$ cat src/verilog/vcore_params.svh
////////////////////////////////////////
// vector core parameters
// opcodes, function codes and sizes
////////////////////////////////////////
`ifndef VCORE_PARAMS_SVH
`define VCORE_PARAMS_SVH

`define VC_LANES     4               // elements per vector
`define VC_NREGS     32              // vector registers
`define VC_QDEPTH    4               // queue depth, also initial credits

`define VC_OPC_ARITH 7'h57
`define VC_OPC_LOAD  7'h07
`define VC_OPC_STORE 7'h27
`define VC_OPC_CFG   7'h77

`define VC_F_ADD     4'd0
`define VC_F_SUB     4'd1
`define VC_F_MUL     4'd2           // low 32 bits of product
`define VC_F_AND     4'd3

`endif

$ cat src/verilog/vcore_pkg.sv
////////////////////////////////////////
// vector core types
// element, vector, mask and instruction views
////////////////////////////////////////
`include "vcore_params.svh"

package vcore_pkg;

    typedef logic [31:0] elem_t;
    typedef elem_t [`VC_LANES-1:0] vreg_t;   // element i at bits 32i upward
    typedef logic [`VC_LANES-1:0] emask_t;
    typedef logic [4:0] vreg_addr_t;

    typedef enum logic [3:0] {
        ADD = 4'd0,
        SUB = 4'd1,
        MUL = 4'd2,
        AND = 4'd3
    } vex_op_e;

    ////////////////////////////////////////
    // instruction word views

    typedef struct packed {
        logic [1:0]  rsvd_hi;
        logic [3:0]  funct;
        logic        use_imm;
        vreg_addr_t  vs2;
        vreg_addr_t  vs1;                    // or imm5
        logic [2:0]  rsvd_lo;
        vreg_addr_t  vd;
        logic [6:0]  opcode;
    } arith_view_t;

    typedef struct packed {
        logic [11:0] base;                   // byte address, word aligned
        logic [7:0]  rsvd;
        vreg_addr_t  vd;                     // data register
        logic [6:0]  opcode;
    } mem_view_t;

    typedef struct packed {
        logic [11:0] avl;
        logic [12:0] rsvd;
        logic [6:0]  opcode;
    } cfg_view_t;

    typedef union packed {
        arith_view_t arith;
        mem_view_t   mem;
        cfg_view_t   cfg;
    } inst_u;

endpackage

$ cat src/verilog/vcsrs.sv
////////////////////////////////////////
// vector config register
// holds vl and the element mask from it
////////////////////////////////////////
`timescale 1ns/1ns
`include "vcore_params.svh"

module vcsrs (
    input  logic               clk,
    input  logic               rst_n_i,
    input  logic               cfg_we_i,
    input  logic [11:0]        avl_i,
    output logic [2:0]         vl_o,
    output vcore_pkg::emask_t  emask_o
);

    logic [2:0] vl_q;
    logic [2:0] vl_clamp;

    // vl = min(avl, lanes)
    assign vl_clamp = (avl_i > 12'(`VC_LANES)) ? 3'(`VC_LANES) : avl_i[2:0];

    always_ff @(posedge clk or negedge rst_n_i) begin
        if (!rst_n_i) begin
            vl_q <= 3'(`VC_LANES);            // full length out of reset
        end else if (cfg_we_i) begin
            vl_q <= vl_clamp;
        end
    end

    assign vl_o = vl_q;

    always_comb begin
        for (int i = 0; i < `VC_LANES; i++) begin
            emask_o[i] = (i < vl_q);         // low vl lanes active
        end
    end

endmodule

$ cat config.mk
export PLATFORM = sky130hd
export DESIGN_NAME = vcsrs
export DESIGN_NICKNAME = d
export VERILOG_FILES = /design/src/verilog/vcore_pkg.sv /design/src/verilog/vcsrs.sv
export VERILOG_INCLUDE_DIRS = /design/src /design/src/verilog
export SDC_FILE = /design/constraint.sdc
export NUM_CORES = 1
export LEC_CHECK = 0
export ABC_AREA = 1
export BUFFER_PORTS_ARGS = -buffer_cell sky130_fd_sc_hd__buf_2
export CAP_MARGIN = 20
export CELL_PAD_IN_SITES_DETAIL_PLACEMENT = 1
export CELL_PAD_IN_SITES_GLOBAL_PLACEMENT = 2
export CORE_MARGIN = 10
export CORE_UTILIZATION = 14
export DETAILED_ROUTE_END_ITERATION = 16
export PLACE_DENSITY_LB_ADDON = 0.1
export SYNTH_ARGS = -nofsm -noshare
export SYNTH_HDL_FRONTEND = slang
export SYNTH_SLANG_ARGS = --single-unit
$ cat constraint.sdc
create_clock -name clk -period 1.7 [get_ports clk]
set_input_delay 0.425 -clock clk [delete_from_list [all_inputs] [get_ports clk]]
set_output_delay 0.425 -clock clk [all_outputs]
set_load 0.02 [all_outputs]
==> metrics <==
hold_ws=414 ps; pin count of the biggest net entering global routing=6; vias=324; final setup violating endpoints=0; standby leakage power=0.225 nW; Post-Syn Area=234 sq um; setup TNS=0 ps; row count=14; Placer Congestion=0.674; Root Buffer=clkbuf_4; cell depth of the worst hold path=3; startpoint types=flop; Worst R2R Path Depth=2; die area=3710 sq um; RSZ-0062 raised after global routing=no; Slew Limit Fails=0; ratio of final minimum period to clock period=0.949; vias per cell=4.00; most frequent cells in the layout=buf_2 (21), nand2_1 (14), nor2_1 (13); Die H=60.9 microns; Mapped Avg Cell Area=5.85 sq um; Skew-Pair Late Insertion Delay=240 ps; Num CTS Buffers=3; Top Ports=22; WL per Instance=11.7 microns; main area contributors after synthesis=nand2_1 (22%), dfrtp_1 (21%), nor2_1 (21%); synth unique cells=10; TritonCTS Sinks=3; Arrival @ worst endpoint=1190 ps; Post-DRT Antenna Nets=0; Synthesized Nets=55; Worst Tran Pin Value=176 ps; die width=60.9 microns; area delta synth->final=65.8%; PortBufs=21; post-DP HPWL=800 microns; CTS tree=built; Remaining DRCs=0; P per Cell Area=699 nW/um^2; CTS H-tree depth=1; max reg flops=3; ant diodes=0; GRT Total Usage=0.0580; TritonRoute pass-1 iters=2; status=finished clean; Synth top area share=0.225; clock buffer depth=2; nets@finish=81; Yosys reg bits=3; Syn. warnings=0; clock skew=0 ps; MaxCap Viol Count=0; global-route wire length before repair=1440 microns; # Post-CTS Setup Buffers=0; 1st-iter DRT viols=5; CP Capture Type=primary output; clock slew at reported path FFs=40 ps; fmax=620 MHz; leading area contributor after synthesis=nand2_1; Core ar.=1540 sq um; Hold Path Class=primary input to flop; Final Hold Fails=0; relative slew slack=0.882; vias in the first global route=345; peak supply drop=0.228 mV; Post-Synthesis Cells=40; initial core utilization=0.152; CTS Hold Bufs=1; share of post-route cells with drive strength above 1=0.415; most common cell after layout, fill and taps aside=buf_2; CTS resizes=0; fin crit period=1610 ps; sequential share of the synthesized area=0.326; Data required, critical path=1270 ps; antenna violations before repair=0; global route total overflow=0; drt total wl=944 microns; Setup Crit Path Kind=flop to primary output; critical path peak fanout=5
layout make-up:
type / instances / area (sq um)
fill: 212 / 1150
multi-input combinational: 32 / 135
timing repair buffer: 22 / 115
sequential: 3 / 76.3
clock buffer: 4 / 26.3
tap: 16 / 20.0
inverter: 4 / 15.0
power breakdown:
group | switching, mW | internal, mW | total, mW
Clock | 0.0441 | 0.0884 | 0.133
Combinational | 0.0346 | 0.0274 | 0.0620
Sequential | 0.00192 | 0.0748 | 0.0767
routing by layer:
layer	vias up	share of wire	GRT usage
met2	16	0.47	0.0742
met4	0	0.023	0.0846
met5	-	0	0
met3	2	0.15	0.0418
met1	140	0.36	0.0488
li1	166	-	-
kinds of logic (layout without fill, tap and decap cells):
logic type / after synthesis / after routing / share of synthesized area
flops: 3 / 3 / 0.326
simple gates: 32 / 32 / 0.578
buf+inv: 5 / 30 / 0.0962
worst paths after layout:
check | start | endpoint | slack [ps]
worst max-delay path | vl_o[2]$_DFFE_PN1P_ | emask_o[0] | 90
worst min-delay path | cfg_we_i | vl_o[2]$_DFFE_PN1P_ | 410
worst max register to register | vl_o[2]$_DFFE_PN1P_ | vl_o[2]$_DFFE_PN1P_ | 970
worst min register to register | vl_o[2]$_DFFE_PN1P_ | vl_o[2]$_DFFE_PN1P_ | 490
max in group asynchronous | rst_n_i | vl_o[2]$_DFFE_PN1P_ | 1000
min in group asynchronous | rst_n_i | vl_o[1]$_DFFE_PN0P_ | 520
synthesized netlist by cell type:
master / count
nand2_1: 14
nor2_1: 13
inv_1: 3
dfrtp_1: 2
nand3b_1: 2
or2_1: 2
buf_4: 1
dfstp_2: 1
inv_2: 1
nor2_2: 1
stage by stage:
| step | worst slack, ps | cells | total power [mW] | util | cell area (sq um) |
|---|---|---|---|---|---|
| 6_report | 87.1 | 81 | 0.271 | 0.252 | 388 |
| 5_1_grt | 0.844 | 81 | 0.303 | 0.252 | 388 |
| 4_1_cts | 72.4 | 81 | 0.279 | 0.252 | 388 |
| 3_5_place_dp | 339 | 76 | 0.139 | 0.228 | 352 |
| 3_3_place_gp | 363 | 76 | 0.140 | 0.228 | 352 |
| 2_1_floorplan | 270 | 40 | 0.109 | - | 234 |
critical path: stages, from the launching register on:
cell and delay, ps:
dfstp_2 380, nor2_1 170, inv_2 50, or2_1 190
buf_2 160
Note: power is estimated with default switching activity, not from simulation.
