File: config.mk
export PLATFORM = sky130hd
export DESIGN_NAME = vlsu
export DESIGN_NICKNAME = d
export VERILOG_FILES = /design/src/verilog/vcore_pkg.sv /design/src/verilog/vlsu.sv
export VERILOG_INCLUDE_DIRS = /design/src /design/src/verilog
export SDC_FILE = /design/constraint.sdc
export NUM_CORES = 1
export LEC_CHECK = 0
export ABC_AREA = 1
export BUFFER_PORTS_ARGS = -buffer_cell sky130_fd_sc_hd__buf_2
export CORE_MARGIN = 1.5
export CORE_UTILIZATION = 36
export DETAILED_ROUTE_END_ITERATION = 6
export SLEW_MARGIN = 10
export SYNTH_ARGS = -nofsm -noshare
export SYNTH_HDL_FRONTEND = slang
export SYNTH_SLANG_ARGS = --single-unit
File: constraint.sdc
create_clock -name clk -period 7.01 [get_ports clk]
set_input_delay 0.3505 -clock clk [delete_from_list [all_inputs] [get_ports clk]]
set_output_delay 0.3505 -clock clk [all_outputs]
set_load 0.005 [all_outputs]
File: src/verilog/vcore_params.svh
////////////////////////////////////////
// vector core parameters
// opcodes, function codes and sizes
////////////////////////////////////////
`ifndef VCORE_PARAMS_SVH
`define VCORE_PARAMS_SVH

`define VC_LANES     4               // elements per vector
`define VC_NREGS     32              // vector registers
`define VC_QDEPTH    4               // queue depth, also initial credits

`define VC_OPC_ARITH 7'h57
`define VC_OPC_LOAD  7'h07
`define VC_OPC_STORE 7'h27
`define VC_OPC_CFG   7'h77

`define VC_F_ADD     4'd0
`define VC_F_SUB     4'd1
`define VC_F_MUL     4'd2           // low 32 bits of product
`define VC_F_AND     4'd3

`endif

File: src/verilog/vcore_pkg.sv
////////////////////////////////////////
// vector core types
// element, vector, mask and instruction views
////////////////////////////////////////
`include "vcore_params.svh"

package vcore_pkg;

    typedef logic [31:0] elem_t;
    typedef elem_t [`VC_LANES-1:0] vreg_t;   // element i at bits 32i upward
    typedef logic [`VC_LANES-1:0] emask_t;
    typedef logic [4:0] vreg_addr_t;

    typedef enum logic [3:0] {
        ADD = 4'd0,
        SUB = 4'd1,
        MUL = 4'd2,
        AND = 4'd3
    } vex_op_e;

    ////////////////////////////////////////
    // instruction word views

    typedef struct packed {
        logic [1:0]  rsvd_hi;
        logic [3:0]  funct;
        logic        use_imm;
        vreg_addr_t  vs2;
        vreg_addr_t  vs1;                    // or imm5
        logic [2:0]  rsvd_lo;
        vreg_addr_t  vd;
        logic [6:0]  opcode;
    } arith_view_t;

    typedef struct packed {
        logic [11:0] base;                   // byte address, word aligned
        logic [7:0]  rsvd;
        vreg_addr_t  vd;                     // data register
        logic [6:0]  opcode;
    } mem_view_t;

    typedef struct packed {
        logic [11:0] avl;
        logic [12:0] rsvd;
        logic [6:0]  opcode;
    } cfg_view_t;

    typedef union packed {
        arith_view_t arith;
        mem_view_t   mem;
        cfg_view_t   cfg;
    } inst_u;

endpackage

File: src/verilog/vlsu.sv
////////////////////////////////////////
// vector load/store sequencer
// one word per memory request, up to vl words
////////////////////////////////////////
`timescale 1ns/1ns
`include "vcore_params.svh"

module vlsu (
    input  logic                  clk,
    input  logic                  rst_n_i,
    input  logic                  issue_i,
    input  logic                  store_i,
    input  logic [11:0]           base_i,
    input  vcore_pkg::vreg_addr_t vd_i,
    input  logic [2:0]            vl_i,
    input  vcore_pkg::emask_t     emask_i,
    input  vcore_pkg::vreg_t      st_data_i,
    input  logic                  mem_ack_i,
    input  vcore_pkg::elem_t      mem_rdata_i,
    output logic                  mem_req_o,
    output logic                  mem_we_o,
    output logic [11:0]           mem_addr_o,
    output vcore_pkg::elem_t      mem_wdata_o,
    output logic                  done_o,
    output logic                  wb_valid_o,
    output vcore_pkg::vreg_addr_t wb_addr_o,
    output vcore_pkg::emask_t     wb_mask_o,
    output vcore_pkg::vreg_t      wb_data_o
);
    import vcore_pkg::*;

    typedef enum logic [1:0] {
        S_IDLE,
        S_REQ,
        S_WAIT
    } ls_state_e;

    ls_state_e   state_q;
    logic [1:0]  idx_q;                      // element index
    logic        store_q;
    logic        done_q;
    logic        last;
    logic [11:0] base_q;
    logic [2:0]  vl_q;
    vreg_addr_t  vd_q;
    emask_t      mask_q;
    vreg_t       sdata_q;
    vreg_t       ldata_q;

    assign last = ({1'b0, idx_q} == vl_q - 3'd1);

    ////////////////////////////////////////
    // sequencer

    always_ff @(posedge clk or negedge rst_n_i) begin
        if (!rst_n_i) begin
            state_q <= S_IDLE;
            idx_q   <= '0;
            store_q <= 1'b0;
            done_q  <= 1'b0;
        end else begin
            done_q <= 1'b0;
            case (state_q)
                S_IDLE: begin
                    if (issue_i) begin
                        store_q <= store_i;
                        idx_q   <= '0;
                        if (vl_i == 3'd0) begin
                            done_q <= 1'b1;  // nothing to move
                        end else begin
                            state_q <= S_REQ;
                        end
                    end
                end
                S_REQ: state_q <= S_WAIT;    // single-cycle request pulse
                S_WAIT: begin
                    if (mem_ack_i) begin
                        if (last) begin
                            done_q  <= 1'b1;
                            state_q <= S_IDLE;
                        end else begin
                            idx_q   <= idx_q + 1'b1;
                            state_q <= S_REQ;
                        end
                    end
                end
                default: state_q <= S_IDLE;
            endcase
        end
    end

    // operands held for the whole transfer
    always_ff @(posedge clk) begin
        if (issue_i && state_q == S_IDLE) begin
            base_q  <= base_i;
            vl_q    <= vl_i;
            vd_q    <= vd_i;
            mask_q  <= emask_i;
            sdata_q <= st_data_i;
        end
        if (state_q == S_WAIT && mem_ack_i && !store_q) begin
            ldata_q[idx_q] <= mem_rdata_i;   // gather load words
        end
    end

    ////////////////////////////////////////
    // memory port and writeback

    assign mem_req_o   = (state_q == S_REQ);
    assign mem_we_o    = mem_req_o && store_q;
    assign mem_addr_o  = base_q + {8'd0, idx_q, 2'b00};
    assign mem_wdata_o = sdata_q[idx_q];

    assign done_o     = done_q;
    assign wb_valid_o = done_q && !store_q;  // loads write vd once at the end
    assign wb_addr_o  = vd_q;
    assign wb_mask_o  = mask_q;
    assign wb_data_o  = ldata_q;

endmodule

==> qor.yml <==
status: "completed"
avgViaCountPerCell: 4.59
gp_congestion: 0.795
cts_tree: "done"
wl_um: 26300
hold_viol: 0
crit_fanout: 52
worstSetupEndpointType: "output port"
fin_nets: 1300
antenna_found_initial: 1
dieArea_mm2: 0.0289
maxSlewViolCount: 0
crit_family: "buffers and inverters"
grt_usage_pct: 17.7
clock-sinks: 286
nFillCells: 2194
dieWidth_um: 170
clkTransAtPathRegs_ns: 0.06
synth.area.top_cells: "edfxtp_1, nor2_1, o21ai_0"
final.setup.tns_ns: 0
grt_pass1_wl_um: 38600
slowest_stage: "dfrtp_2"
yosys.cell_types.count: 28
start_kind: "flop"
fin_crit_sh_pct: 49.8
grt_start_max_net_pins: 93
hp-class: "input port to flop"
synthesis.nets: 762
tightest_slew_ns: 1.07
yosys_warnings: 0
slowest_delay_ns: 0.60
seq_area_frac_synth_pct: 85.2
fin_cells: 1494
slew-limit-headroom_pct: 28.8
synthCells: 565
max_freq_ghz: 0.286
synth_top_area_share_pct: 83.7
dp_hpwl_um: 16000
ir_drop_uv: 229
cp_data_required_time_ns: 6.66
drive_above_1_share_pct: 39.0
cts_made_buffers: 29
htreeDepth: 1
drt_iter0_markers: 437
r2r_slack_ns: 4.47
syn2layout_area_growth_pct: 45.9
grt_pass1_vias: 6896
num_vias: 6860
clock_latency_ns: 0.54
avgSynthCellArea_um2: 17.8
cpMostUsedCell: "inv_1"
ys_ff_latch: 286
dp.cells: 1292
post_drt_wl_per_cell_um: 17.6
crit_arrival_ns: 3.14
cts_root_buf: "clkbuf_16"
pin_count: 374
p_leak_nw: 5.75
setup_violations: 0
initial_utilization_pct: 37.0
drc: 0
die_h_um: 170
drtPass1Iterations: 4
period_minus_slack_ns: 3.49
yosys.area.top_type: "edfxtp_1"
power_density_mw_per_mm2: 311
syn_area_mm2: 0.0100
clockBufferDepth: 3
placed_area_mm2: 0.0123
portBuffers: 373
grt-ovfl-total: 0
path_buf_inv: 4
crit_type: "flop to output port"
placementRows: 60
grt_setup_unrepaired: "no"
cts_setup_buffers: 0
ant_nets: 0
maxCapViolations: 0
design_area_mm2: 0.0147
crit_chain: "buf_4, ha_1, inv_1, fa_1, inv_1, nand3_2, nor2_1, nand3b_1, xnor2_1, buf_2"
core_area_mm2: 0.0272
skew_ns: 0.00669
worst paths after layout:
check	to	from	cells after the start
setup / recovery	mem_addr_o[10]	idx_q[0]	10
hold / removal	wb_data_o[25]	mem_rdata_i[25]	1
setup reg to reg	sdata_q[9]	state_q[1]	4
hold reg to reg	store_q	store_q	2
max in group asynchronous	idx_q[0]	rst_n_i	2
min in group asynchronous	store_q	rst_n_i	2
where the power goes:
part / switching (mW) / internal, mW
clock network: 0.617 / 0.788
registers: 0.0770 / 2.17
logic: 0.560 / 0.344
total: 1.25 / 3.30
cell type report:
class | instances | area [µm²] | area share (%)
well taps | 372 | 465 | 3.18
clock buffers | 31 | 733 | 5.00
repair buffers | 529 | 3420 | 23.3
inverters | 22 | 87.6 | 0.598
clock inverters | 18 | 125 | 0.854
flip-flops and latches | 286 | 8560 | 58.4
diodes | 1 | 2.50 | 0.0171
multi-input cells | 235 | 1260 | 8.59
layer usage:
| layer | share of wire (%) | global-route usage, % | wire (µm) |
|---|---|---|---|
| met1 | 38 | 20.3 | 9940 |
| met4 | 3.7 | 6.66 | 978 |
| met2 | 50 | 31.7 | 13200 |
| met5 | 0 | 0 | 0 |
| met3 | 8.3 | 4.40 | 2180 |
cells by family (layout without fill, tap and decap cells):
logic type                 count (synthesis)  count (layout)  share of synthesized area [%]
AOI/OAI and AO/OA                        101             101                           5.51
xor gates and xnor gates                   9               9                          0.860
adders and majority gates                  8               8                           1.07
buffers and inverters                     44             600                           2.54
DFF                                      286             286                           85.2
other                                      0               1                              0
and+or+nand+nor                          117             117                           4.80
sequential cells by signal, summed over array words and instances, names as in the netlist:
| signal | flops |
|---|---|
| base_q | 12 |
| done_o | 1 |
| idx_q | 2 |
| sdata_q | 128 |
| state_q | 2 |
| store_q | 1 |
| vl_q | 3 |
| wb_addr_o | 5 |
| wb_data_o | 128 |
| wb_mask_o | 4 |
synthesized netlist by cell type, drive strengths merged:
library cell  instances
dfrtp                 6
o21ai                67
buf                  20
nand3b                1
nand4                 3
edfxtp              280
clkbuf                2
ha                    7
o21bai                1
nand3                 5
xor2                  3
xnor2                 6
nor2                 82
nor3                  1
inv                  22
nand2                25
fa                    1
o22ai                33
per-stage QoR:
| stage | worst slack [ns] | power, mW | hold slack, ns | util, % |
|---|---|---|---|---|
| after floorplan | 2.97 | 2.75 | 0.0549 | - |
| after global placement | 4.10 | 3.11 | 0.182 | 45.1 |
| after detailed placement | 4.08 | 3.12 | 0.185 | 45.1 |
| after CTS | 3.47 | 4.59 | 0.00895 | 53.9 |
| after global routing | 3.24 | 4.77 | 0.0120 | 53.9 |
| final | 3.52 | 4.55 | 0.0383 | 53.9 |
layout by cell type (no fill, tap or decap), types with 2 or more instances in the layout:
cell type,count
inv_1,18
dlygate4sd3_1,152
nor2_4,4
nand2_2,4
nand4_1,2
clkinvlp_4,2
clkbuf_1,2
o22ai_1,33
o21ai_1,20
o21ai_0,46
xor2_1,3
xnor2_1,5
nand2_1,21
nor2_1,77
edfxtp_1,280
nand3_1,4
buf_2,373
buf_4,4
clkinv_4,3
clkbuf_16,29
clkinv_2,7
dfrtp_1,5
ha_1,7
inv_2,3
clkinv_1,5
timing repair:
item | in CTS | in global routing
endpoints found under the hold margin | 157 | 0
hold buffers | 152 | 0
endpoints found under the setup margin | 0 | 0
resized for setup | 0 | 0
(Power assumes the default switching activity.)
