[src/verilog/vcore_params.svh]
////////////////////////////////////////
// vector core parameters
// opcodes, function codes and sizes
////////////////////////////////////////
`ifndef VCORE_PARAMS_SVH
`define VCORE_PARAMS_SVH

`define VC_LANES     4               // elements per vector
`define VC_NREGS     32              // vector registers
`define VC_QDEPTH    4               // queue depth, also initial credits

`define VC_OPC_ARITH 7'h57
`define VC_OPC_LOAD  7'h07
`define VC_OPC_STORE 7'h27
`define VC_OPC_CFG   7'h77

`define VC_F_ADD     4'd0
`define VC_F_SUB     4'd1
`define VC_F_MUL     4'd2           // low 32 bits of product
`define VC_F_AND     4'd3

`endif

[src/verilog/vcore_pkg.sv]
////////////////////////////////////////
// vector core types
// element, vector, mask and instruction views
////////////////////////////////////////
`include "vcore_params.svh"

package vcore_pkg;

    typedef logic [31:0] elem_t;
    typedef elem_t [`VC_LANES-1:0] vreg_t;   // element i at bits 32i upward
    typedef logic [`VC_LANES-1:0] emask_t;
    typedef logic [4:0] vreg_addr_t;

    typedef enum logic [3:0] {
        ADD = 4'd0,
        SUB = 4'd1,
        MUL = 4'd2,
        AND = 4'd3
    } vex_op_e;

    ////////////////////////////////////////
    // instruction word views

    typedef struct packed {
        logic [1:0]  rsvd_hi;
        logic [3:0]  funct;
        logic        use_imm;
        vreg_addr_t  vs2;
        vreg_addr_t  vs1;                    // or imm5
        logic [2:0]  rsvd_lo;
        vreg_addr_t  vd;
        logic [6:0]  opcode;
    } arith_view_t;

    typedef struct packed {
        logic [11:0] base;                   // byte address, word aligned
        logic [7:0]  rsvd;
        vreg_addr_t  vd;                     // data register
        logic [6:0]  opcode;
    } mem_view_t;

    typedef struct packed {
        logic [11:0] avl;
        logic [12:0] rsvd;
        logic [6:0]  opcode;
    } cfg_view_t;

    typedef union packed {
        arith_view_t arith;
        mem_view_t   mem;
        cfg_view_t   cfg;
    } inst_u;

endpackage

[src/verilog/inst_queue.sv]
////////////////////////////////////////
// instruction queue
// small FIFO, one credit back per pop
////////////////////////////////////////
`timescale 1ns/1ns
`include "vcore_params.svh"

module inst_queue (
    input  logic              clk,
    input  logic              rst_n_i,
    input  logic              inst_valid_i,
    input  vcore_pkg::inst_u  inst_i,
    input  logic              pop_i,
    output logic              empty_o,
    output vcore_pkg::inst_u  head_o,
    output logic              inst_credit_o
);
    import vcore_pkg::*;

    localparam int PW = $clog2(`VC_QDEPTH);

    inst_u         mem_q [`VC_QDEPTH];
    logic [PW:0]   wr_ptr_q;                 // extra bit tells full from empty
    logic [PW:0]   rd_ptr_q;
    logic          full;
    logic          push;
    logic          pop;

    assign empty_o = (wr_ptr_q == rd_ptr_q);
    assign full    = (wr_ptr_q[PW] != rd_ptr_q[PW]) &&
                     (wr_ptr_q[PW-1:0] == rd_ptr_q[PW-1:0]);
    assign push    = inst_valid_i && !full;  // sender never overruns its credits
    assign pop     = pop_i && !empty_o;

    assign head_o        = mem_q[rd_ptr_q[PW-1:0]];
    assign inst_credit_o = pop;              // credit goes back with the pop

    always_ff @(posedge clk) begin
        if (push) begin
            mem_q[wr_ptr_q[PW-1:0]] <= inst_i;
        end
    end

    always_ff @(posedge clk or negedge rst_n_i) begin
        if (!rst_n_i) begin
            wr_ptr_q <= '0;
            rd_ptr_q <= '0;
        end else begin
            if (push) begin
                wr_ptr_q <= wr_ptr_q + 1'b1;
            end
            if (pop) begin
                rd_ptr_q <= rd_ptr_q + 1'b1;
            end
        end
    end

endmodule

[config.mk]
export PLATFORM = sky130hd
export DESIGN_NAME = inst_queue
export DESIGN_NICKNAME = d
export VERILOG_FILES = /design/src/verilog/vcore_pkg.sv /design/src/verilog/inst_queue.sv
export VERILOG_INCLUDE_DIRS = /design/src /design/src/verilog
export SDC_FILE = /design/constraint.sdc
export NUM_CORES = 1
export LEC_CHECK = 0
export ABC_AREA = 0
export BUFFER_PORTS_ARGS = -buffer_cell sky130_fd_sc_hd__buf_2
export CAP_MARGIN = 30
export CORE_MARGIN = 4
export CORE_UTILIZATION = 59
export CTS_BUF_LIST = sky130_fd_sc_hd__clkbuf_4 sky130_fd_sc_hd__clkbuf_8
export DETAILED_ROUTE_END_ITERATION = 16
export GPL_TIMING_DRIVEN = 0
export PLACE_DENSITY = 0.82
export SYNTH_ARGS = -nofsm -noshare
export SYNTH_HDL_FRONTEND = slang
export SYNTH_SLANG_ARGS = --single-unit
[constraint.sdc]
create_clock -name clk -period 3.2 [get_ports clk]
set_input_delay 0.32 -clock clk [delete_from_list [all_inputs] [get_ports clk]]
set_output_delay 0.32 -clock clk [all_outputs]
set_load 0.05 [all_outputs]
==> out/metrics.yaml, run 1 <==
cts:
  cts_tree: "yes"
  insertion_delay_ns: 0.42
  cts_sinks: 134
  clockBufferDepth: 2
  root_buffer: "clkbuf_8"
  cts_resized: 0
  numCtsBuffers: 17
  clk_pin_slew_ns: 0.08
  h-tree-depth: 4
routing:
  drc: 0
  routed_wl_um: 8430
  routed-via-count: 2418
  firstDrtPassIters: 5
  wl_per_cell_um: 19.8
  via_per_inst: 5.69
  antenna_left: 0
  drt_iter0_drc: 124
yosys:
  ys_types: 28
  syn-num-nets: 258
  synthSimpleGateAreaFrac: 0.0161
  yosysSeqAreaShare: 0.777
  yosysTopAreaCellShare: 0.748
  synthXorXnorAreaFrac: 0.0185
  synthTopCellsByCount: "edfxtp_1, mux4_2, dfrtp_1, buf_6, ha_1"
  synthTopCellsByArea: "edfxtp_1, mux4_2, dfrtp_1"
  syn-cell-area_um2: 5140
  synth_ff_type: "edfxtp_1"
  ys_ff_latch: 134
  syn-instance-count: 217
  syn_area_per_cell_um2: 23.7
  async_flop_share: 0.0448
  synth_top_family_by_area: "multiplexers"
  yosys.area_share.adder: 0.0122
  yosysMostFrequentCell: "edfxtp_1"
  muxShareOfSynthArea: 0.140
  synth_compound_area_frac: 0.0192
  synth_edf_count: 128
  yosysWarningCount: 0
  yosys.area.top_type: "edfxtp_1"
pwr:
  p_total_mw: 6.30
  power_per_cell_area_nw_per_um2: 1050
  p_leak_nw: 2.09
  peakVddDrop_v: 0.000604
placed_design:
  dpl.hpwl_um: 5390
  portBuffers: 69
  gp_congestion: 0.759
sta:
  worst_pin_slew_ns: 0.863
  period_share: 0.705
  finalHoldViolCount: 0
  finalSetupTns_ns: 0
  fin_skew_ns: 0.0109
  drv_slew: 0
  fin_crit_ns: 2.26
  grt_setup_unrepaired: "no"
  slew_headroom: 0.425
  setup_viol_count_final: 0
  fmax_mhz: 443
worst_setup_path:
  r2r_start: "rd_ptr_q[1]$_DFFE_PN0P_"
  rrSetupSlack_ns: 0.98
  worstReg2RegEnd: "mem_q[2][8]$_DFFE_PP_"
  reg2regPathDepth: 4
  critPathRequiredTime_ns: 2.88
  worstPathArrival_ns: 1.94
  critical_path_class: "reg -> out"
  startpoint_type: "register"
  cp-end-kind: "output port"
  path_max_fanout: 10
floorplanning:
  rows: 33
  io_pins: 70
  initial_utilization: 0.616
  die_w_um: 101
  dieArea_um2: 10300
  core_um2: 8340
  die_h_um: 101
worst_hold_path:
  holdPathEnd: "mem_q[3][30]$_DFFE_PP_"
  min_from: "inst_i[30]"
  worst_hold_path_type: "in -> reg"
  min_path_cells: 1
global_route:
  overflow: 0
  grt_max_degree: 33
  grt_pass1_wl_um: 13600
  grt_pass1_vias: 2610
  antenna_found_initial: 1
  grtUsageTotal: 0.184
final_layout:
  layout-drive-gt1-share: 0.469
  nets: 348
  area_growth_pct: 17.1
  nFillCells: 512
  n_antenna_cell: 0
outcome:
  status: "finished clean"
run:
  max_cap_violations: 0
-- power breakdown --
group	switching (mW)	internal, mW
registers	0.123	2.34
clock network	0.664	0.550
logic	1.78	0.843
-- cells by family after synthesis --
family / after synthesis
AOI/OAI and AO/OA: 11
xor gates and xnor gates: 7
adders and majority gates: 5
buffers and inverters: 12
DFF: 134
muxes: 32
and+or+nand+nor: 16
-- cells in the final DEF, fill, tap and decap left out, types with 2 or more instances in the layout --
cell type,count
clkinv_4,2
clkinvlp_4,5
edfxtp_1,128
a31oi_4,2
and2_2,3
inv_8,2
xor2_1,2
clkbuf_8,17
a21oi_1,2
xnor2_1,2
nand2b_1,2
buf_6,5
inv_1,4
nor2_1,2
dfrtp_1,6
mux4_2,32
nand3_1,2
o21ai_0,2
clkinv_1,2
ha_1,5
inv_6,4
buf_2,72
nand2_1,4
-- sequential cells by signal (all words and copies together) (netlist names) --
signal and cells:
wr_ptr_q 3, rd_ptr_q 3, mem_q 128
-- cell type report --
cell class / instances / area, um^2 / share of cell area
inverter: 4 / 15.0 / 0.00249
buffer: 8 / 71.3 / 0.0118
timing repair buffer: 71 / 383 / 0.0636
clock inverter: 15 / 120 / 0.0200
multi-input combinational: 71 / 1070 / 0.178
tap: 105 / 131 / 0.0218
clock buffer: 17 / 234 / 0.0389
sequential: 134 / 3990 / 0.663
-- per-stage QoR --
stage / instances / utilization / hold WS [ns] / setup slack (ns) / instance area (um^2)
finish: 425 / 0.722 / 0.110 / 0.943 / 6020
global placement: 391 / 0.673 / 0.156 / 0.171 / 5620
CTS: 425 / 0.722 / 0.0783 / 0.883 / 6020
detailed placement: 392 / 0.678 / 0.155 / 0.971 / 5660
floorplan: 217 / - / 0.0244 / 0.960 / 5140
global route: 425 / 0.722 / 0.0717 / 0.821 / 6020
-- how the worst max path moves through the flow --
stage                                  startpoint                      to  cells after the start
final                     rd_ptr_q[0]$_DFFE_PN0P_              head_o[15]                      4
after global routing      rd_ptr_q[0]$_DFFE_PN0P_              head_o[25]                      4
after CTS                 rd_ptr_q[0]$_DFFE_PN0P_              head_o[15]                      4
after detailed placement  rd_ptr_q[1]$_DFFE_PN0P_  mem_q[0][10]$_DFFE_PP_                      4
after global placement    rd_ptr_q[1]$_DFFE_PN0P_  mem_q[3][10]$_DFFE_PP_                      3
after floorplan           rd_ptr_q[1]$_DFFE_PN0P_   mem_q[3][0]$_DFFE_PP_                      3
-- timing repair --
item,4_1_cts,5_1_grt
hold endpoints to repair,6,0
buffers inserted,0,0
hold buffers,1,0
-- per-layer routing --
metal | part of all wire | up-vias | wire, um | track usage
met5 | 0.00083 | - | 7 | 0
met4 | 0.012 | 2 | 98 | 0.0706
met3 | 0.076 | 10 | 639 | 0.0702
met2 | 0.53 | 89 | 4440 | 0.299
met1 | 0.39 | 1229 | 3250 | 0.226
li1 | - | 1088 | - | -
-- worst max-delay path: stages (launching register included) --
cell and delay [ns]:
dfrtp_1 0.37, buf_6 0.17, buf_6 0.20, mux4_2 0.53, buf_2 0.23
No activity file was read; power rests on OpenSTA's default activity.
==> inputs of run 2 (changes only) <==
--- a/config.mk
+++ b/config.mk
@@ -10,11 +10,11 @@
 export BUFFER_PORTS_ARGS = -buffer_cell sky130_fd_sc_hd__buf_2
 export CAP_MARGIN = 30
 export CORE_MARGIN = 4
-export CORE_UTILIZATION = 59
+export CORE_UTILIZATION = 53
 export CTS_BUF_LIST = sky130_fd_sc_hd__clkbuf_4 sky130_fd_sc_hd__clkbuf_8
 export DETAILED_ROUTE_END_ITERATION = 16
 export GPL_TIMING_DRIVEN = 0
-export PLACE_DENSITY = 0.82
+export PLACE_DENSITY = 0.77
 export SYNTH_ARGS = -nofsm -noshare
 export SYNTH_HDL_FRONTEND = slang
 export SYNTH_SLANG_ARGS = --single-unit
==> constraint.sdc (replaced) <==
create_clock -name clk -period 1.9 [get_ports clk]
set_input_delay 0.19 -clock clk [delete_from_list [all_inputs] [get_ports clk]]
set_output_delay 0.19 -clock clk [all_outputs]
set_load 0.05 [all_outputs]
==> run 2 against run 1 <==
  * Largest power group unchanged
  * Power rose by 110%
  * Die area rose by 10%
  * Clock power rose by 110%
  * Sequential power rose by 69%
  * Final cell count rose by 21%
  * Cell area rose by 20%
  * Clock skew fell by 0.0030 ns
  * First-iteration DRC count rose by 48%
  * Critical path depth did not move
  * The run now ends with setup timing left
  * Clock-buffer cell count did not move
==> out/metrics.yaml, run 2 (synthesis gave the netlist of run 1 again) <==
worst_hold_path:
  worst_hold_path_type: "in -> async"
final_layout:
  area_growth_pct: 40.7
  fin_area_um2: 7230  # +20%
  nets: 412  # +18%
  layout-drive-gt1-share: 0.484  # +0.0156
  largest_reg_flops: 128  # unchanged
  final_common_cell: "edfxtp_1"
  n_antenna_cell: 0  # unchanged
  layout_common_cells: "edfxtp_1, buf_6, buf_2"
  finalCoreUtilization: 0.775  # +0.0533
pwr:
  peakVddDrop_v: 0.00142  # +130%
  power_per_cell_area_nw_per_um2: 1830  # +75%
  p_total_mw: 13.2  # +110%
  p_leak_nw: 2.59  # +24%
global_route:
  grtUsageTotal: 0.201  # +0.0168
  antenna_found_initial: 0  # -1
  overflow: 0  # unchanged
  grt_pass1_vias: 2971  # +14%
  grt_pass1_wl_um: 16700  # +23%
  grt_max_degree: 17  # -48%
worst_setup_path:
  worstPathArrival_ns: 1.88  # -0.06 ns
  cp-end-kind: "output port"
  critPathRequiredTime_ns: 1.71  # -1.17 ns
  rrSetupSlack_ns: -0.09  # -1.07 ns
  path_max_fanout: 6  # -4
  slowest_delay_ns: 0.51  # -0.02 ns
  startpoint_type: "register"
  crit_path_cell_trace: "buf_12, clkbuf_16, mux4_2, buf_6"
  critical_path_class: "reg -> out"
  cp_slowest_cell: "mux4_2"
run:
  max_cap_violations: 0  # unchanged
routing:
  drt_iter0_drc: 183  # +48%
  wl_per_cell_um: 21.5  # +8.3%
  routed_wl_um: 11000  # +31%
  firstDrtPassIters: 4  # -1
  via_per_inst: 5.46  # -4.0%
  routed-via-count: 2801  # +16%
  drc: 0  # unchanged
  antenna_left: 0  # unchanged
sta:
  fin_crit_ns: 2.07
  grt_setup_unrepaired: "yes"
  fin_skew_ns: 0.00795  # -0.00299 ns
  period_share: 1.09
  slew_headroom: 0.683  # +0.258
  worst_slack_ns: -0.170  # -1.11 ns
  finalSetupTns_ns: -6.63  # -6.63 ns
  drv_slew: 0  # unchanged
  worst_pin_slew_ns: 0.475  # -0.388 ns
  setup_viol_count_final: 95  # +95
  fmax_mhz: 483
  finalHoldViolCount: 0  # unchanged
  hold_slack_ns: 0.107  # -0.00322 ns
cts:
  numCtsBuffers: 17  # unchanged
  cts_tree: "yes"
  root_buffer: "clkbuf_8"
  h-tree-depth: 4  # unchanged
  clockBufferDepth: 2  # unchanged
  clk_pin_slew_ns: 0.08  # about the same
  insertion_delay_ns: 0.43  # about the same
  cts_sinks: 134  # unchanged
floorplanning:
  dieArea_um2: 11300  # +10%
  core_um2: 9330  # +12%
  die_h_um: 106  # +5.1%
  rows: 35  # +6.1%
  io_pins: 70  # unchanged
  initial_utilization: 0.551  # -0.0652
  die_w_um: 106  # +5.1%
placed_design:
  portBuffers: 69  # unchanged
  dpl.hpwl_um: 5370  # -0.49%
  placedInstanceArea_um2: 5690  # +0.53%
  gp_congestion: 0.781  # +2.8%
outcome:
  violations: "setup timing"
  status: "finished with violations"
## run 2: changes by cell type in the layout (fill, tap and decap cells not counted), sizes merged, moves of 3 or more
| cell | previous run | this run |
|---|---|---|
| clkbuf | 17 | 25 |
| buf | 78 | 97 |
| inv | 10 | 7 |
| dlygate4sd3 | 1 | 33 |
| and2 | 3 | 8 |
| bufinv | 0 | 4 |
## run 2: metal layers
layer	share of wire	track usage	up-vias
met5	0	0	-
met2	0.51	0.327	92
met4	0.014	0.0603	0
met1	0.42	0.274	1474
li1	-	-	1222
met3	0.052	0.0468	13
## run 2: repair_timing
item / CTS / global route
gates cloned: 4 / 7
hold endpoints to repair: 134 / 0
pin swaps: 6 / 6
resized for setup: 89 / 17
hold buffers: 33 / 0
buffers inserted: 14 / 8
setup endpoints to repair: 162 / 131
## run 2: per-stage QoR
stage	setup WS, ns	cells
2_1_floorplan	0.0465	217
3_3_place_gp	-0.366	415
3_5_place_dp	-0.390	416
4_1_cts	-0.173	499
5_1_grt	-0.216	513
6_report	-0.170	513
## run 2: path summary, 6_finish.rpt
check / start / endpoint / cells after the start
worst max-delay path: rd_ptr_q[0]$_DFFE_PN0P_ / head_o[16] / 4
worst min-delay path: rst_n_i / rd_ptr_q[2]$_DFFE_PN0P_ / 2
worst max register to register: rd_ptr_q[0]$_DFFE_PN0P_ / mem_q[3][4]$_DFFE_PP_ / 8
worst min register to register: wr_ptr_q[2]$_DFFE_PN0P_ / wr_ptr_q[2]$_DFFE_PN0P_ / 1
max in group asynchronous: rst_n_i / rd_ptr_q[0]$_DFFE_PN0P_ / 2
min in group clk: pop_i / rd_ptr_q[2]$_DFFE_PN0P_ / 3
## run 2: layout make-up
class / count / area [um^2]
sequential: 134 / 4000
fill: 485 / 2100
timing repair buffer: 130 / 1360
multi-input combinational: 76 / 1140
clock buffer: 17 / 234
clock inverter: 15 / 201
tap: 129 / 161
buffer: 8 / 114
inverter: 4 / 15.0
## run 2: worst max-delay path: cells and delay by family, from the launching register on
family / cells / cell delay, ns
flops: 1 / 0.43
mux: 1 / 0.51
buf+inv: 3 / 0.50
## run 2: where the power goes
part / switching [mW] / internal (mW) / leakage, nW / total [mW]
registers: 0.230 / 3.93 / 1.24 / 4.16
logic: 3.57 / 2.90 / 1.14 / 6.47
clock network: 1.14 / 1.44 / 0.204 / 2.58
total: 4.94 / 8.26 / 2.59 / 13.2
