[config.mk]
export PLATFORM = sky130hd
export DESIGN_NAME = vid
export DESIGN_NICKNAME = d
export VERILOG_FILES = /design/src/verilog/vcore_pkg.sv /design/src/verilog/vid.sv
export VERILOG_INCLUDE_DIRS = /design/src /design/src/verilog
export SDC_FILE = /design/constraint.sdc
export NUM_CORES = 1
export LEC_CHECK = 0
export BUFFER_PORTS_ARGS = -buffer_cell sky130_fd_sc_hd__buf_2
export CORE_ASPECT_RATIO = 0.8
export CORE_MARGIN = 2
export CORE_UTILIZATION = 30
export CTS_BUF_LIST = sky130_fd_sc_hd__clkbuf_8
export CTS_CLUSTER_DIAMETER = 120
export DETAILED_ROUTE_END_ITERATION = 8
export GPL_ROUTABILITY_DRIVEN = 0
export PLACE_DENSITY = 0.93
export REMOVE_ABC_BUFFERS = 1
export SLEW_MARGIN = 10
export SYNTH_ARGS = -nofsm -noshare
export SYNTH_HDL_FRONTEND = slang
export SYNTH_SLANG_ARGS = --single-unit
[constraint.sdc]
create_clock -name clk -period 4.2 [get_ports clk]
set_clock_uncertainty 0.15 [all_clocks]
set_input_delay 0.63 -clock clk [delete_from_list [all_inputs] [get_ports clk]]
set_output_delay 0.63 -clock clk [all_outputs]
set_load 0.05 [all_outputs]
[src/verilog/vcore_params.svh]
////////////////////////////////////////
// vector core parameters
// opcodes, function codes and sizes
////////////////////////////////////////
`ifndef VCORE_PARAMS_SVH
`define VCORE_PARAMS_SVH

`define VC_LANES     4               // elements per vector
`define VC_NREGS     32              // vector registers
`define VC_QDEPTH    4               // queue depth, also initial credits

`define VC_OPC_ARITH 7'h57
`define VC_OPC_LOAD  7'h07
`define VC_OPC_STORE 7'h27
`define VC_OPC_CFG   7'h77

`define VC_F_ADD     4'd0
`define VC_F_SUB     4'd1
`define VC_F_MUL     4'd2           // low 32 bits of product
`define VC_F_AND     4'd3

`endif

[src/verilog/vcore_pkg.sv]
////////////////////////////////////////
// vector core types
// element, vector, mask and instruction views
////////////////////////////////////////
`include "vcore_params.svh"

package vcore_pkg;

    typedef logic [31:0] elem_t;
    typedef elem_t [`VC_LANES-1:0] vreg_t;   // element i at bits 32i upward
    typedef logic [`VC_LANES-1:0] emask_t;
    typedef logic [4:0] vreg_addr_t;

    typedef enum logic [3:0] {
        ADD = 4'd0,
        SUB = 4'd1,
        MUL = 4'd2,
        AND = 4'd3
    } vex_op_e;

    ////////////////////////////////////////
    // instruction word views

    typedef struct packed {
        logic [1:0]  rsvd_hi;
        logic [3:0]  funct;
        logic        use_imm;
        vreg_addr_t  vs2;
        vreg_addr_t  vs1;                    // or imm5
        logic [2:0]  rsvd_lo;
        vreg_addr_t  vd;
        logic [6:0]  opcode;
    } arith_view_t;

    typedef struct packed {
        logic [11:0] base;                   // byte address, word aligned
        logic [7:0]  rsvd;
        vreg_addr_t  vd;                     // data register
        logic [6:0]  opcode;
    } mem_view_t;

    typedef struct packed {
        logic [11:0] avl;
        logic [12:0] rsvd;
        logic [6:0]  opcode;
    } cfg_view_t;

    typedef union packed {
        arith_view_t arith;
        mem_view_t   mem;
        cfg_view_t   cfg;
    } inst_u;

endpackage

[src/verilog/vid.sv]
////////////////////////////////////////
// decode and issue
// pops the queue and steers vex, vlsu and vcsrs
////////////////////////////////////////
`timescale 1ns/1ns
`include "vcore_params.svh"

module vid (
    input  logic                  clk,
    input  logic                  rst_n_i,
    input  logic                  empty_i,
    input  vcore_pkg::inst_u      head_i,
    input  logic                  vlsu_done_i,
    output logic                  pop_o,
    output vcore_pkg::vreg_addr_t vs1_addr_o,
    output vcore_pkg::vreg_addr_t vs2_addr_o,
    output vcore_pkg::vreg_addr_t vd_addr_o,
    output logic                  ex_issue_o,
    output vcore_pkg::vex_op_e    ex_op_o,
    output logic                  ex_use_imm_o,
    output logic [4:0]            ex_imm_o,
    output logic                  ls_issue_o,
    output logic                  ls_store_o,
    output logic [11:0]           ls_base_o,
    output logic                  cfg_we_o,
    output logic [11:0]           avl_o
);
    import vcore_pkg::*;

    logic [6:0] opc;
    logic       funct_ok;
    logic       is_mem;
    logic       bubble_q;                    // cycle after an arith issue
    logic       busy_q;                      // load/store in flight

    assign opc = head_i.arith.opcode;

    ////////////////////////////////////////
    // field decode

    always_comb begin
        funct_ok = 1'b1;
        case (head_i.arith.funct)
            `VC_F_ADD: ex_op_o = ADD;
            `VC_F_SUB: ex_op_o = SUB;
            `VC_F_MUL: ex_op_o = MUL;
            `VC_F_AND: ex_op_o = AND;
            default: begin
                ex_op_o  = ADD;
                funct_ok = 1'b0;             // bad funct is dropped
            end
        endcase
    end

    assign vs1_addr_o   = head_i.arith.vs1;
    assign vs2_addr_o   = head_i.arith.vs2;
    assign vd_addr_o    = head_i.arith.vd;   // same bits in the memory view
    assign ex_use_imm_o = head_i.arith.use_imm;
    assign ex_imm_o     = head_i.arith.vs1;
    assign ls_base_o    = head_i.mem.base;
    assign avl_o        = head_i.cfg.avl;

    ////////////////////////////////////////
    // issue

    assign is_mem     = (opc == `VC_OPC_LOAD) || (opc == `VC_OPC_STORE);
    assign pop_o      = !empty_i && !bubble_q && !busy_q;
    assign ex_issue_o = pop_o && (opc == `VC_OPC_ARITH) && funct_ok;
    assign ls_issue_o = pop_o && is_mem;
    assign ls_store_o = (opc == `VC_OPC_STORE);
    assign cfg_we_o   = pop_o && (opc == `VC_OPC_CFG);

    always_ff @(posedge clk or negedge rst_n_i) begin
        if (!rst_n_i) begin
            bubble_q <= 1'b0;
            busy_q   <= 1'b0;
        end else begin
            bubble_q <= ex_issue_o;          // lets the writeback land first
            if (ls_issue_o) begin
                busy_q <= 1'b1;
            end else if (vlsu_done_i) begin
                busy_q <= 1'b0;
            end
        end
    end

endmodule

==> reports/summary.log, run 1 <==
[clock_tree] number of gates resized after cts 0
[global_routing] via count of the first global-routing pass 268
[clock_tree] post-CTS setup buffers 0
[clock_tree] root buffer selected by CTS clkbuf_8
[global_routing] overall track demand over capacity in global routing 12.8%
[cells_and_area] Finished Core Util 23.7%
[setup_path] Worst R2R Setup Slack 2.84 ns
[setup_path] FF-to-FF path depth 2
[clock_tree] source-to-sink clock delay at the later pin of the worst-skew pair 0.21 ns
[setup_path] Crit Reg-Reg Startpoint bubble_q
[die] IO Count 90
[placement] total of buffers placed on input and output ports 29
[setup_path] critical path endpoint ex_issue_o
[global_routing] pin count of the biggest net entering global routing 6
[logic_synthesis] Synth warnings 0
[run_status] run status completed
[clock_tree] clock tree from TritonCTS done
[power_and_ir_drop] total power divided by cell area 355 nW/um^2
[die] number of core rows 13
[setup_path] critical path arrival 1.77 ns
[logic_synthesis] post-synthesis instance area 520 um^2
[flow_run] max-capacitance violation count 0
[placement] number of placed instances with taps included 69
[routing] drt first pass iters 2
[global_routing] GRT overflow 0
[cells_and_area] net count reported at finish 88
[clock_tree] sink count of the clock tree 2
[cells_and_area] layout cells sized above 1 72.0%
[worst_hold_path] type of the worst min-delay path input pin to asynchronous set/reset pin
[routing] vias post-DR 324
[clock_tree] number of buffers created by CTS 3
[timing] Slew Limit Fails 0
[cells_and_area] count of non-filler cells in the finished layout 72
[die] core area 1630 um^2
[placement] Detailed Place HPWL 1270 um
[global_routing] wire length of the first global-routing pass 1700 um
[setup_path] category of the worst setup path capture point primary output
[clock_tree] H-Tree Level Count 1
[setup_path] RR Endpoint bubble_q
[setup_path] Required @ worst endpoint 3.42 ns
[timing] Final Hold Viols 0
[die] horizontal die dimension 50.6 um
[routing] final routed wire length divided by cell count 20.3 um
[timing] accumulated negative setup slack 0 ns
[timing] fin crit period 2.55 ns
[power_and_ir_drop] Worst VDD drop 0.000130 V
[logic_synthesis] flip-flop and latch count after synthesis 2
[setup_path] maximum fanout along the worst path 5
[setup_path] critical path startpoint category input pin
[cells_and_area] most used cells in the layout excluding fill and tap cells buf_2, clkbuf_8
[routing] First DRT Iteration DRCs 4
[clock_tree] clock input transition at the sequential cells of the worst setup and hold paths 0.03 ns
[clock_tree] maximum clock insertion buffer count 2
[routing] number of remaining DRC errors 0
[power_and_ir_drop] leakage 0.000212 uW
[routing] Detailed Route WL 1460 um
[clock_tree] cts hold-fix bufs 0
[routing] final antenna-violating net count 0
[global_routing] initial antenna violation count 0
[power_and_ir_drop] Design Power 137 uW
[timing] ratio of final minimum period to clock period 60.8%
[die] effective utilization at floorplan 32.0%
[timing] fmax 392 MHz
[die] area of the die 2090 um^2
[logic_synthesis] synthesized netlist cell count 64
[setup_path] kind of critical path input pin to primary output
[logic_synthesis] number of distinct standard cells referenced by the synthesized netlist 13
[logic_synthesis] syn avg cell area 8.13 um^2
[logic_synthesis] Seq/Total Area, Yosys 9.62%
[timing] Setup-failing EPs final 0
[cells_and_area] diodes inserted 0
[timing] setup repair after global routing missed its margin false
[routing] per-cell via count in the routed design 4.50
[cells_and_area] commonest non-fill, non-tap cell in the layout buf_2
[setup_path] start point of the critical path empty_i
[die] Vert. Die Dim 41.3 um
[cells_and_area] Area Growth Syn to Fin -26.0%
[timing] worst-case hold slack 0.0505 ns
-- worst min path at each step --
| stage | start | endpoint | slack [ns] | cells past startpoint |
|---|---|---|---|---|
| after global placement | rst_n_i | bubble_q | 0.26 | 1 |
| after floorplan | rst_n_i | bubble_q | 0.18 | 0 |
| after CTS | rst_n_i | busy_q | 0.05 | 1 |
| final | rst_n_i | busy_q | 0.05 | 1 |
| after detailed placement | rst_n_i | busy_q | 0.27 | 1 |
| after global routing | rst_n_i | busy_q | 0.05 | 1 |
-- synthesized netlist by cell type --
cell type / count / area share [%]
inv_1: 2 / 1.4
conb_1: 1 / 0.72
nor3b_1: 2 / 2.9
or3_1: 1 / 1.2
nand4b_1: 1 / 1.7
nor4_1: 2 / 2.4
or2b_1: 1 / 1.4
buf_4: 47 / 68
o41ai_2: 1 / 3.1
dfrtp_1: 2 / 9.6
or3_4: 1 / 2.2
nor4_2: 2 / 4.8
nand2_1: 1 / 0.72
-- final cells by class --
| cell class | count | area [um^2] |
|---|---|---|
| Fill cell | 182 | 1240 |
| Timing Repair Buffer | 29 | 145 |
| Multi-Input combinational cell | 14 | 114 |
| Sequential cell | 2 | 50.0 |
| Clock buffer | 3 | 41.3 |
| Tap cell | 22 | 27.5 |
| Inverter | 2 | 7.51 |
-- logic make-up after synthesis --
family | Yosys count | share of synthesized area, %
and+or+nand+nor | 11 | 17.3
DFF | 2 | 9.62
buffers and inverters | 49 | 69.2
other | 1 | 0.720
AOI/OAI and AO/OA | 1 | 3.13
-- per-layer routing --
layer	up-vias	GRT usage [%]	routed length [um]
li1	132	-	-
met1	153	14.9	562
met2	39	10.9	579
met3	0	18.6	321
met4	0	2.03	0
met5	-	0	0
-- critical path, stage by stage --
cell and delay [ns]:
buf_2 0.09, or3_4 0.40, nor4_2 0.33, buf_2 0.32
-- stage by stage --
stage	instance area (um^2)	setup slack (ns)
3_5_place_dp	344	1.63
6_report	385	1.65
4_1_cts	385	1.62
2_1_floorplan	171	0.881
3_3_place_gp	344	1.66
5_1_grt	385	1.59
-- report_power, final --
group          internal (uW)  switching, uW
combinational           10.5           32.4
clock                   60.5           13.7
sequential              19.6         0.0532
total                   90.5           46.1
-- registers in the layout (all words and copies together) (netlist names) --
signal	flops
bubble_q	1
busy_q	1
Note: power is estimated with default switching activity, not from simulation.
==> run 2: changes to the inputs <==
--- a/config.mk
+++ b/config.mk
@@ -6,15 +6,16 @@
 export SDC_FILE = /design/constraint.sdc
 export NUM_CORES = 1
 export LEC_CHECK = 0
+export ABC_AREA = 1
 export BUFFER_PORTS_ARGS = -buffer_cell sky130_fd_sc_hd__buf_2
 export CORE_ASPECT_RATIO = 0.8
 export CORE_MARGIN = 2
-export CORE_UTILIZATION = 30
+export CORE_UTILIZATION = 25
 export CTS_BUF_LIST = sky130_fd_sc_hd__clkbuf_8
 export CTS_CLUSTER_DIAMETER = 120
 export DETAILED_ROUTE_END_ITERATION = 8
 export GPL_ROUTABILITY_DRIVEN = 0
-export PLACE_DENSITY = 0.93
+export PLACE_DENSITY = 0.83
 export REMOVE_ABC_BUFFERS = 1
 export SLEW_MARGIN = 10
 export SYNTH_ARGS = -nofsm -noshare
==> constraint.sdc (replaced) <==
create_clock -name clk -period 2.3 [get_ports clk]
set_clock_uncertainty 0.15 [all_clocks]
set_input_delay 0.345 -clock clk [delete_from_list [all_inputs] [get_ports clk]]
set_output_delay 0.345 -clock clk [all_outputs]
set_load 0.05 [all_outputs]
==> run 2 against run 1 <==
  * Global-route usage fell by 1.9 points
  * Sequential share of layout area fell by 0.45 points
  * Hold slack improved by 0.19 ns
  * Count of clock-buffer cells in the layout did not move
  * Non-clock buffer count rose by 1
  * Flip-flop and latch count did not move
  * Final area rose by 3.6%
  * Core utilization fell by 3.0 points
  * Combinational power rose by 83%
  * Critical path depth did not move
  * Highest routed layer is now met4
==> reports/summary.log, run 2 <==
[cells_and_area] registers with the highest flip-flop counts bubble_q x1, busy_q x1
[die] area of the die 2470 um^2
[setup_path] buffers plus inverters on the worst setup path 1
[cells_and_area] net count reported at finish 101
[power_and_ir_drop] Worst VDD drop 0.000167 V
[routing] final antenna-violating net count 0
[setup_path] critical path cell sequence nor3_4 -> nand2_1 -> nor2_1 -> buf_2
[power_and_ir_drop] register share of total power 14.3%
[power_and_ir_drop] total power divided by cell area 630 nW/um^2
[global_routing] met2 Usage GRT 10.0%
[logic_synthesis] post-synthesis instance area 522 um^2
[timing] fin crit period 1.80 ns
[routing] number of remaining DRC errors 0
[cells_and_area] count of filler cells inserted in the layout 236
[run_status] run status completed
[die] effective utilization at floorplan 27.1%
[timing] Setup-failing EPs final 0
[power_and_ir_drop] leakage 0.000257 uW
[setup_path] critical path arrival 1.31 ns
[routing] drt first pass iters 1
[cells_and_area] diodes inserted 0
[routing] First DRT Iteration DRCs 0
[die] IO Count 90
[logic_synthesis] most instantiated library cell after synthesis buf_4
[setup_path] Required @ worst endpoint 1.80 ns
[routing] per-cell via count in the routed design 3.91
[timing] ratio of final minimum period to clock period 78.4%
[cells_and_area] layout cells sized above 1 52.4%
[routing] Detailed Route WL 1450 um
[power_and_ir_drop] switching fraction of total power 33.9%
[placement] total of buffers placed on input and output ports 29
[clock_tree] maximum clock insertion buffer count 2
[clock_tree] H-Tree Level Count 1
[timing] accumulated negative setup slack 0 ns
[setup_path] category of the worst setup path capture point primary output
[setup_path] FF-to-FF path depth 3
[clock_tree] post-CTS setup buffers 0
[power_and_ir_drop] net load switching power 85.1 uW
[setup_path] number of cells on the critical path 4
[clock_tree] clock tree from TritonCTS done
[logic_synthesis] number of distinct standard cells referenced by the synthesized netlist 9
[cells_and_area] commonest non-fill, non-tap cell in the layout buf_2
[clock_tree] source-to-sink clock delay at the later pin of the worst-skew pair 0.21 ns
[placement] Detailed Place HPWL 1280 um
[routing] vias post-DR 340
[logic_synthesis] most instantiated flip-flop cell in the synthesis netlist dfrtp_1
[logic_synthesis] flip-flop and latch count after synthesis 2
[logic_synthesis] Seq/Total Area, Yosys 9.59%
[setup_path] Critical Path Max Stage Delay 0.38 ns
[power_and_ir_drop] cell-internal power 166 uW
[clock_tree] number of buffers created by CTS 3
[global_routing] pin count of the biggest net entering global routing 4
[clock_tree] root buffer selected by CTS clkbuf_8
[clock_tree] sink count of the clock tree 2
[logic_synthesis] area leader, netlist buf_4
[global_routing] grt peak-use layer met3
[flow_run] max-capacitance violation count 0
[die] horizontal die dimension 55.1 um
[cells_and_area] most used cells in the layout excluding fill and tap cells buf_2, inv_1, nor2_1
[worst_hold_path] type of the worst min-delay path input pin to flop
[global_routing] GRT overflow 0
[cells_and_area] Area Growth Syn to Fin -23.5%
[setup_path] critical path startpoint category flop
[routing] final routed wire length divided by cell count 16.7 um
[die] Vert. Die Dim 44.9 um
[setup_path] family with the most delay on the worst path simple AND/OR/NAND/NOR gates
[setup_path] cell with the largest stage delay on the worst path dfrtp_1
[timing] setup repair after global routing missed its margin false
[global_routing] via count of the first global-routing pass 290
[die] core area 1930 um^2
[timing] worst-case hold slack 0.238 ns
[global_routing] initial antenna violation count 0
[setup_path] kind of critical path flop to primary output
[power_and_ir_drop] combinational share of power 31.1%
[logic_synthesis] Synth warnings 0
[logic_synthesis] syn avg cell area 6.87 um^2
[timing] Final Hold Viols 0
[global_routing] global-route track usage on met1 12.1%
[timing] fmax 554 MHz
[logic_synthesis] fraction of registers with async set or reset after synthesis 100%
[logic_synthesis] number of enable flip-flop cells after synthesis 0
[logic_synthesis] cells taking the most area after synthesis buf_4, dfrtp_1, inv_1
[clock_tree] clock input transition at the sequential cells of the worst setup and hold paths 0.03 ns
[logic_synthesis] synthesized netlist cell count 76
[timing] Slew Limit Fails 0
[logic_synthesis] list of most frequent post-synthesis cells buf_4, inv_1, nor2_1, nand2_1
[global_routing] met3 layer usage reported by global route 13.6%
[setup_path] maximum fanout along the worst path 3
[power_and_ir_drop] clock group share of total power 54.5%
[die] number of core rows 14
[global_routing] wire length of the first global-routing pass 1680 um
[worst_hold_path] Worst Hold Depth 4
[global_routing] overall track demand over capacity in global routing 10.9%
[logic_synthesis] fraction of post-synthesis cell area in the top cell type by area 67.6%
run 2: cell count changes in the layout (fill, tap and decap cells not counted), moves of 2 or more:
cell | before | now
inv_1 | 2 | 8
nand2_1 | 1 | 6
nand3_1 | 0 | 2
nor2_1 | 0 | 8
nor3b_1 | 2 | 0
nor4_1 | 2 | 0
nor4_2 | 2 | 0
run 2: kinds of logic after synthesis:
logic type,Yosys count,share of synthesized area (%)
AND/OR/NAND/NOR,18,16.3
other,1,0.719
flip-flops,2,9.59
buffers and inverters,55,73.4
run 2: final timing paths:
kind	from	end	slack (ns)
worst min register to register	busy_q	busy_q	0.40
worst max register to register	bubble_q	bubble_q	1.25
worst max-delay path	bubble_q	ex_issue_o	0.50
max in group asynchronous	rst_n_i	bubble_q	1.59
min in group asynchronous	rst_n_i	busy_q	0.31
worst min-delay path	vlsu_done_i	busy_q	0.24
run 2: cell type report:
class,count,area [um^2],share of cell area (%)
well taps,24,30.0,7.52
repair buffers,30,155,38.9
multi-input cells,20,92.6,23.2
inverters,8,30.0,7.52
clock buffers,3,41.3,10.3
flip-flops and latches,2,50.0,12.5
run 2: worst min-delay path, cell delays in order:
cell and delay (ns):
buf_2 0.08, inv_1 0.03, nand2_1 0.06, nand2_1 0.05
run 2: routing by layer:
layer / vias up / wire length (um)
met5: - / 0
met2: 45 / 542
met4: 0 / 13
met3: 2 / 368
li1: 152 / -
met1: 141 / 530
run 2: through the flow:
| step | instance area, um^2 | util [%] | total power (uW) | std cells | setup slack (ns) |
|---|---|---|---|---|---|
| after global routing | 399 | 20.7 | 262 | 87 | 0.422 |
| after floorplan | 173 | - | 61.1 | 30 | 0.0820 |
| after CTS | 399 | 20.7 | 256 | 87 | 0.478 |
| after detailed placement | 348 | 18.1 | 114 | 83 | 0.593 |
| final | 399 | 20.7 | 251 | 87 | 0.496 |
| after global placement | 348 | 18.1 | 113 | 83 | 0.601 |
run 2: timing repair:
item | 4_1_cts | 5_1_grt
setup endpoints to repair | 0 | 0
hold buffers | 1 | 0
resized for setup | 0 | 0
hold endpoints to repair | 2 | 0
run 2: power by group through the flow:
stage	clock [uW]	combinational (uW)	sequential [uW]
after floorplan	0	24.9	36.3
after global placement	0	76.9	36.3
after detailed placement	0	77.5	36.3
after CTS	141	78.9	36.0
after global routing	142	83.6	36.0
final	137	78.3	36.0
==> run 3: changes to the inputs <==
==> constraint.sdc (replaced) <==
create_clock -name clk -period 1.6 [get_ports clk]
set_clock_uncertainty 0.15 [all_clocks]
set_input_delay 0.24 -clock clk [delete_from_list [all_inputs] [get_ports clk]]
set_output_delay 0.24 -clock clk [all_outputs]
set_load 0.05 [all_outputs]
==> run 3 against run 2 <==
  * Final area is 7.8% higher
  * Power up 44%
  * Core utilization rose by 1.6 points
  * Cell count stayed put
  * Routed wire length increased by 3.0%
  * Non-clock buffer count did not move
  * Count of clock-buffer cells in the layout unchanged
==> reports/summary.log, run 3 (synthesized netlist as in run 2, its figures left out) <==
[run_status] run status completed
[die] core area 1930 um^2
[setup_path] Required @ worst endpoint 1.21 ns
[routing] final antenna-violating net count 0
[timing] fmax 627 MHz
[cells_and_area] net count reported at finish 101
[routing] drt first pass iters 1
[setup_path] critical path startpoint category flop
[setup_path] buffers plus inverters on the worst setup path 1
[clock_tree] maximum clock insertion buffer count 2
[die] number of core rows 14
[placement] total of buffers placed on input and output ports 29
[worst_hold_path] type of the worst min-delay path input pin to flop
[global_routing] via count of the first global-routing pass 302
[die] effective utilization at floorplan 27.1%
[die] IO Count 90
[die] horizontal die dimension 55.1 um
[routing] final routed wire length divided by cell count 17.2 um
[routing] Detailed Route WL 1500 um
[cells_and_area] registers with the highest flip-flop counts bubble_q x1, busy_q x1
[clock_tree] sink count of the clock tree 2
[setup_path] family with the most delay on the worst path simple AND/OR/NAND/NOR gates
[timing] setup repair after global routing missed its margin true
[setup_path] category of the worst setup path capture point primary output
[power_and_ir_drop] Worst VDD drop 0.000261 V
[clock_tree] clock tree from TritonCTS done
[cells_and_area] diodes inserted 0
[clock_tree] source-to-sink clock delay at the later pin of the worst-skew pair 0.21 ns
[global_routing] pin count of the biggest net entering global routing 4
[cells_and_area] most used cells in the layout excluding fill and tap cells buf_2, inv_1, nor2_1
[routing] vias post-DR 355
[placement] Placement Setup Slack 0.0986 ns
[global_routing] initial antenna violation count 0
[setup_path] kind of critical path flop to primary output
[clock_tree] post-CTS setup buffers 0
[cells_and_area] commonest non-fill, non-tap cell in the layout buf_2
[power_and_ir_drop] clock group share of total power 54.3%
[flow_run] max-capacitance violation count 0
[clock_tree] clock input transition at the sequential cells of the worst setup and hold paths 0.03 ns
[clock_tree] H-Tree Level Count 1
[routing] First DRT Iteration DRCs 0
[setup_path] critical path arrival 1.20 ns
[routing] per-cell via count in the routed design 4.08
[global_routing] overall track demand over capacity in global routing 10.9%
[die] area of the die 2470 um^2
[timing] Slew Limit Fails 0
[power_and_ir_drop] combinational share of power 31.5%
[setup_path] Critical Path Max Stage Delay 0.38 ns
[global_routing] GRT overflow 0
[power_and_ir_drop] total power divided by cell area 844 nW/um^2
[routing] number of remaining DRC errors 0
[clock_tree] number of buffers created by CTS 3
[clock_tree] root buffer selected by CTS clkbuf_8
[timing] worst path setup slack after routing 0.00548 ns
[power_and_ir_drop] cell-internal power 240 uW
[power_and_ir_drop] net load switching power 123 uW
[die] Vert. Die Dim 44.9 um
[timing] ratio of final minimum period to clock period 99.7%
[timing] Setup-failing EPs final 0
[cells_and_area] Area Growth Syn to Fin -17.5%
[placement] Detailed Place HPWL 1280 um
[setup_path] cell with the largest stage delay on the worst path dfrtp_1
[timing] Final Hold Viols 0
[timing] fin crit period 1.59 ns
[setup_path] maximum fanout along the worst path 3
[power_and_ir_drop] switching fraction of total power 33.9%
[cells_and_area] layout cells sized above 1 57.1%
[cells_and_area] Finished Core Util 22.3%
[global_routing] wire length of the first global-routing pass 1680 um
[setup_path] critical path cell sequence nor3_4 -> nand2_2 -> nor2_2 -> buf_6
[power_and_ir_drop] leakage 0.000259 uW
[power_and_ir_drop] register share of total power 14.2%
==> run 3: cell count changes in the layout (fill, tap and decap cells not counted) <==
cell     change
buf_6        +3
nor2_1       -2
nand2_2      +1
nand2_1      -1
nor2_2       +1
buf_2        -3
nor2_4       +1
==> run 3: path summary, 6_finish.rpt <==
path	from	end	slack, ns	cells past startpoint
setup / recovery	bubble_q	cfg_we_o	0.005	4
hold / removal	vlsu_done_i	busy_q	0.14	4
setup reg to reg	bubble_q	bubble_q	0.56	3
hold reg to reg	busy_q	busy_q	0.40	2
max in group asynchronous	rst_n_i	bubble_q	1.00	2
min in group asynchronous	rst_n_i	busy_q	0.21	2
==> run 3: through the flow <==
step           area, um^2  total power (uW)  std cells  hold slack, ns  setup TNS, ns
4_1_cts               413               368         87           0.128        -0.0283
2_1_floorplan         173              87.9         30          -0.206          -1.68
3_3_place_gp          348               163         83          -0.122              0
6_report              430               363         87           0.138              0
5_1_grt               430               378         87           0.173         -0.117
3_5_place_dp          348               163         83          -0.122              0
==> run 3: timing repair <==
item / 4_1_cts / 5_1_grt
resized for setup: 5 / 5
setup endpoints to repair: 3 / 3
hold buffers: 1 / 0
pin swaps: 0 / 1
hold endpoints to repair: 2 / 0
==> run 3: area by class of cell <==
class                   instances  area, um^2
fillers                       229        1500
repair buffers                 30         174
multi-input cells              20         105
flip-flops and latches          2        50.0
clock buffers                   3        41.3
inverters                       8        30.0
well taps                      24        30.0
==> run 3: routing by layer <==
| metal | wire length [um] | vias up | share of wire, % | GRT usage [%] |
|---|---|---|---|---|
| met2 | 583 | 50 | 39 | 10.0 |
| met3 | 369 | 4 | 25 | 12.9 |
| met5 | 0 | - | 0 | 2.38 |
| li1 | - | 149 | - | - |
| met4 | 21 | 0 | 1.4 | 7.32 |
| met1 | 523 | 152 | 35 | 12.5 |
==> run 3: power groups by stage <==
| stage | clock (uW) | combinational (uW) | sequential (uW) |
|---|---|---|---|
| 4_1_cts | 203 | 114 | 51.7 |
| 6_report | 197 | 114 | 51.7 |
| 3_3_place_gp | 0 | 111 | 52.2 |
| 2_1_floorplan | 0 | 35.7 | 52.2 |
| 3_5_place_dp | 0 | 111 | 52.2 |
| 5_1_grt | 204 | 122 | 51.7 |
==> run 3: worst register-to-register path: cells and delay by family, from the launching register on <==
| family | cells | cell delay (ns) |
|---|---|---|
| flops | 1 | 0.38 |
| simple gates | 3 | 0.44 |
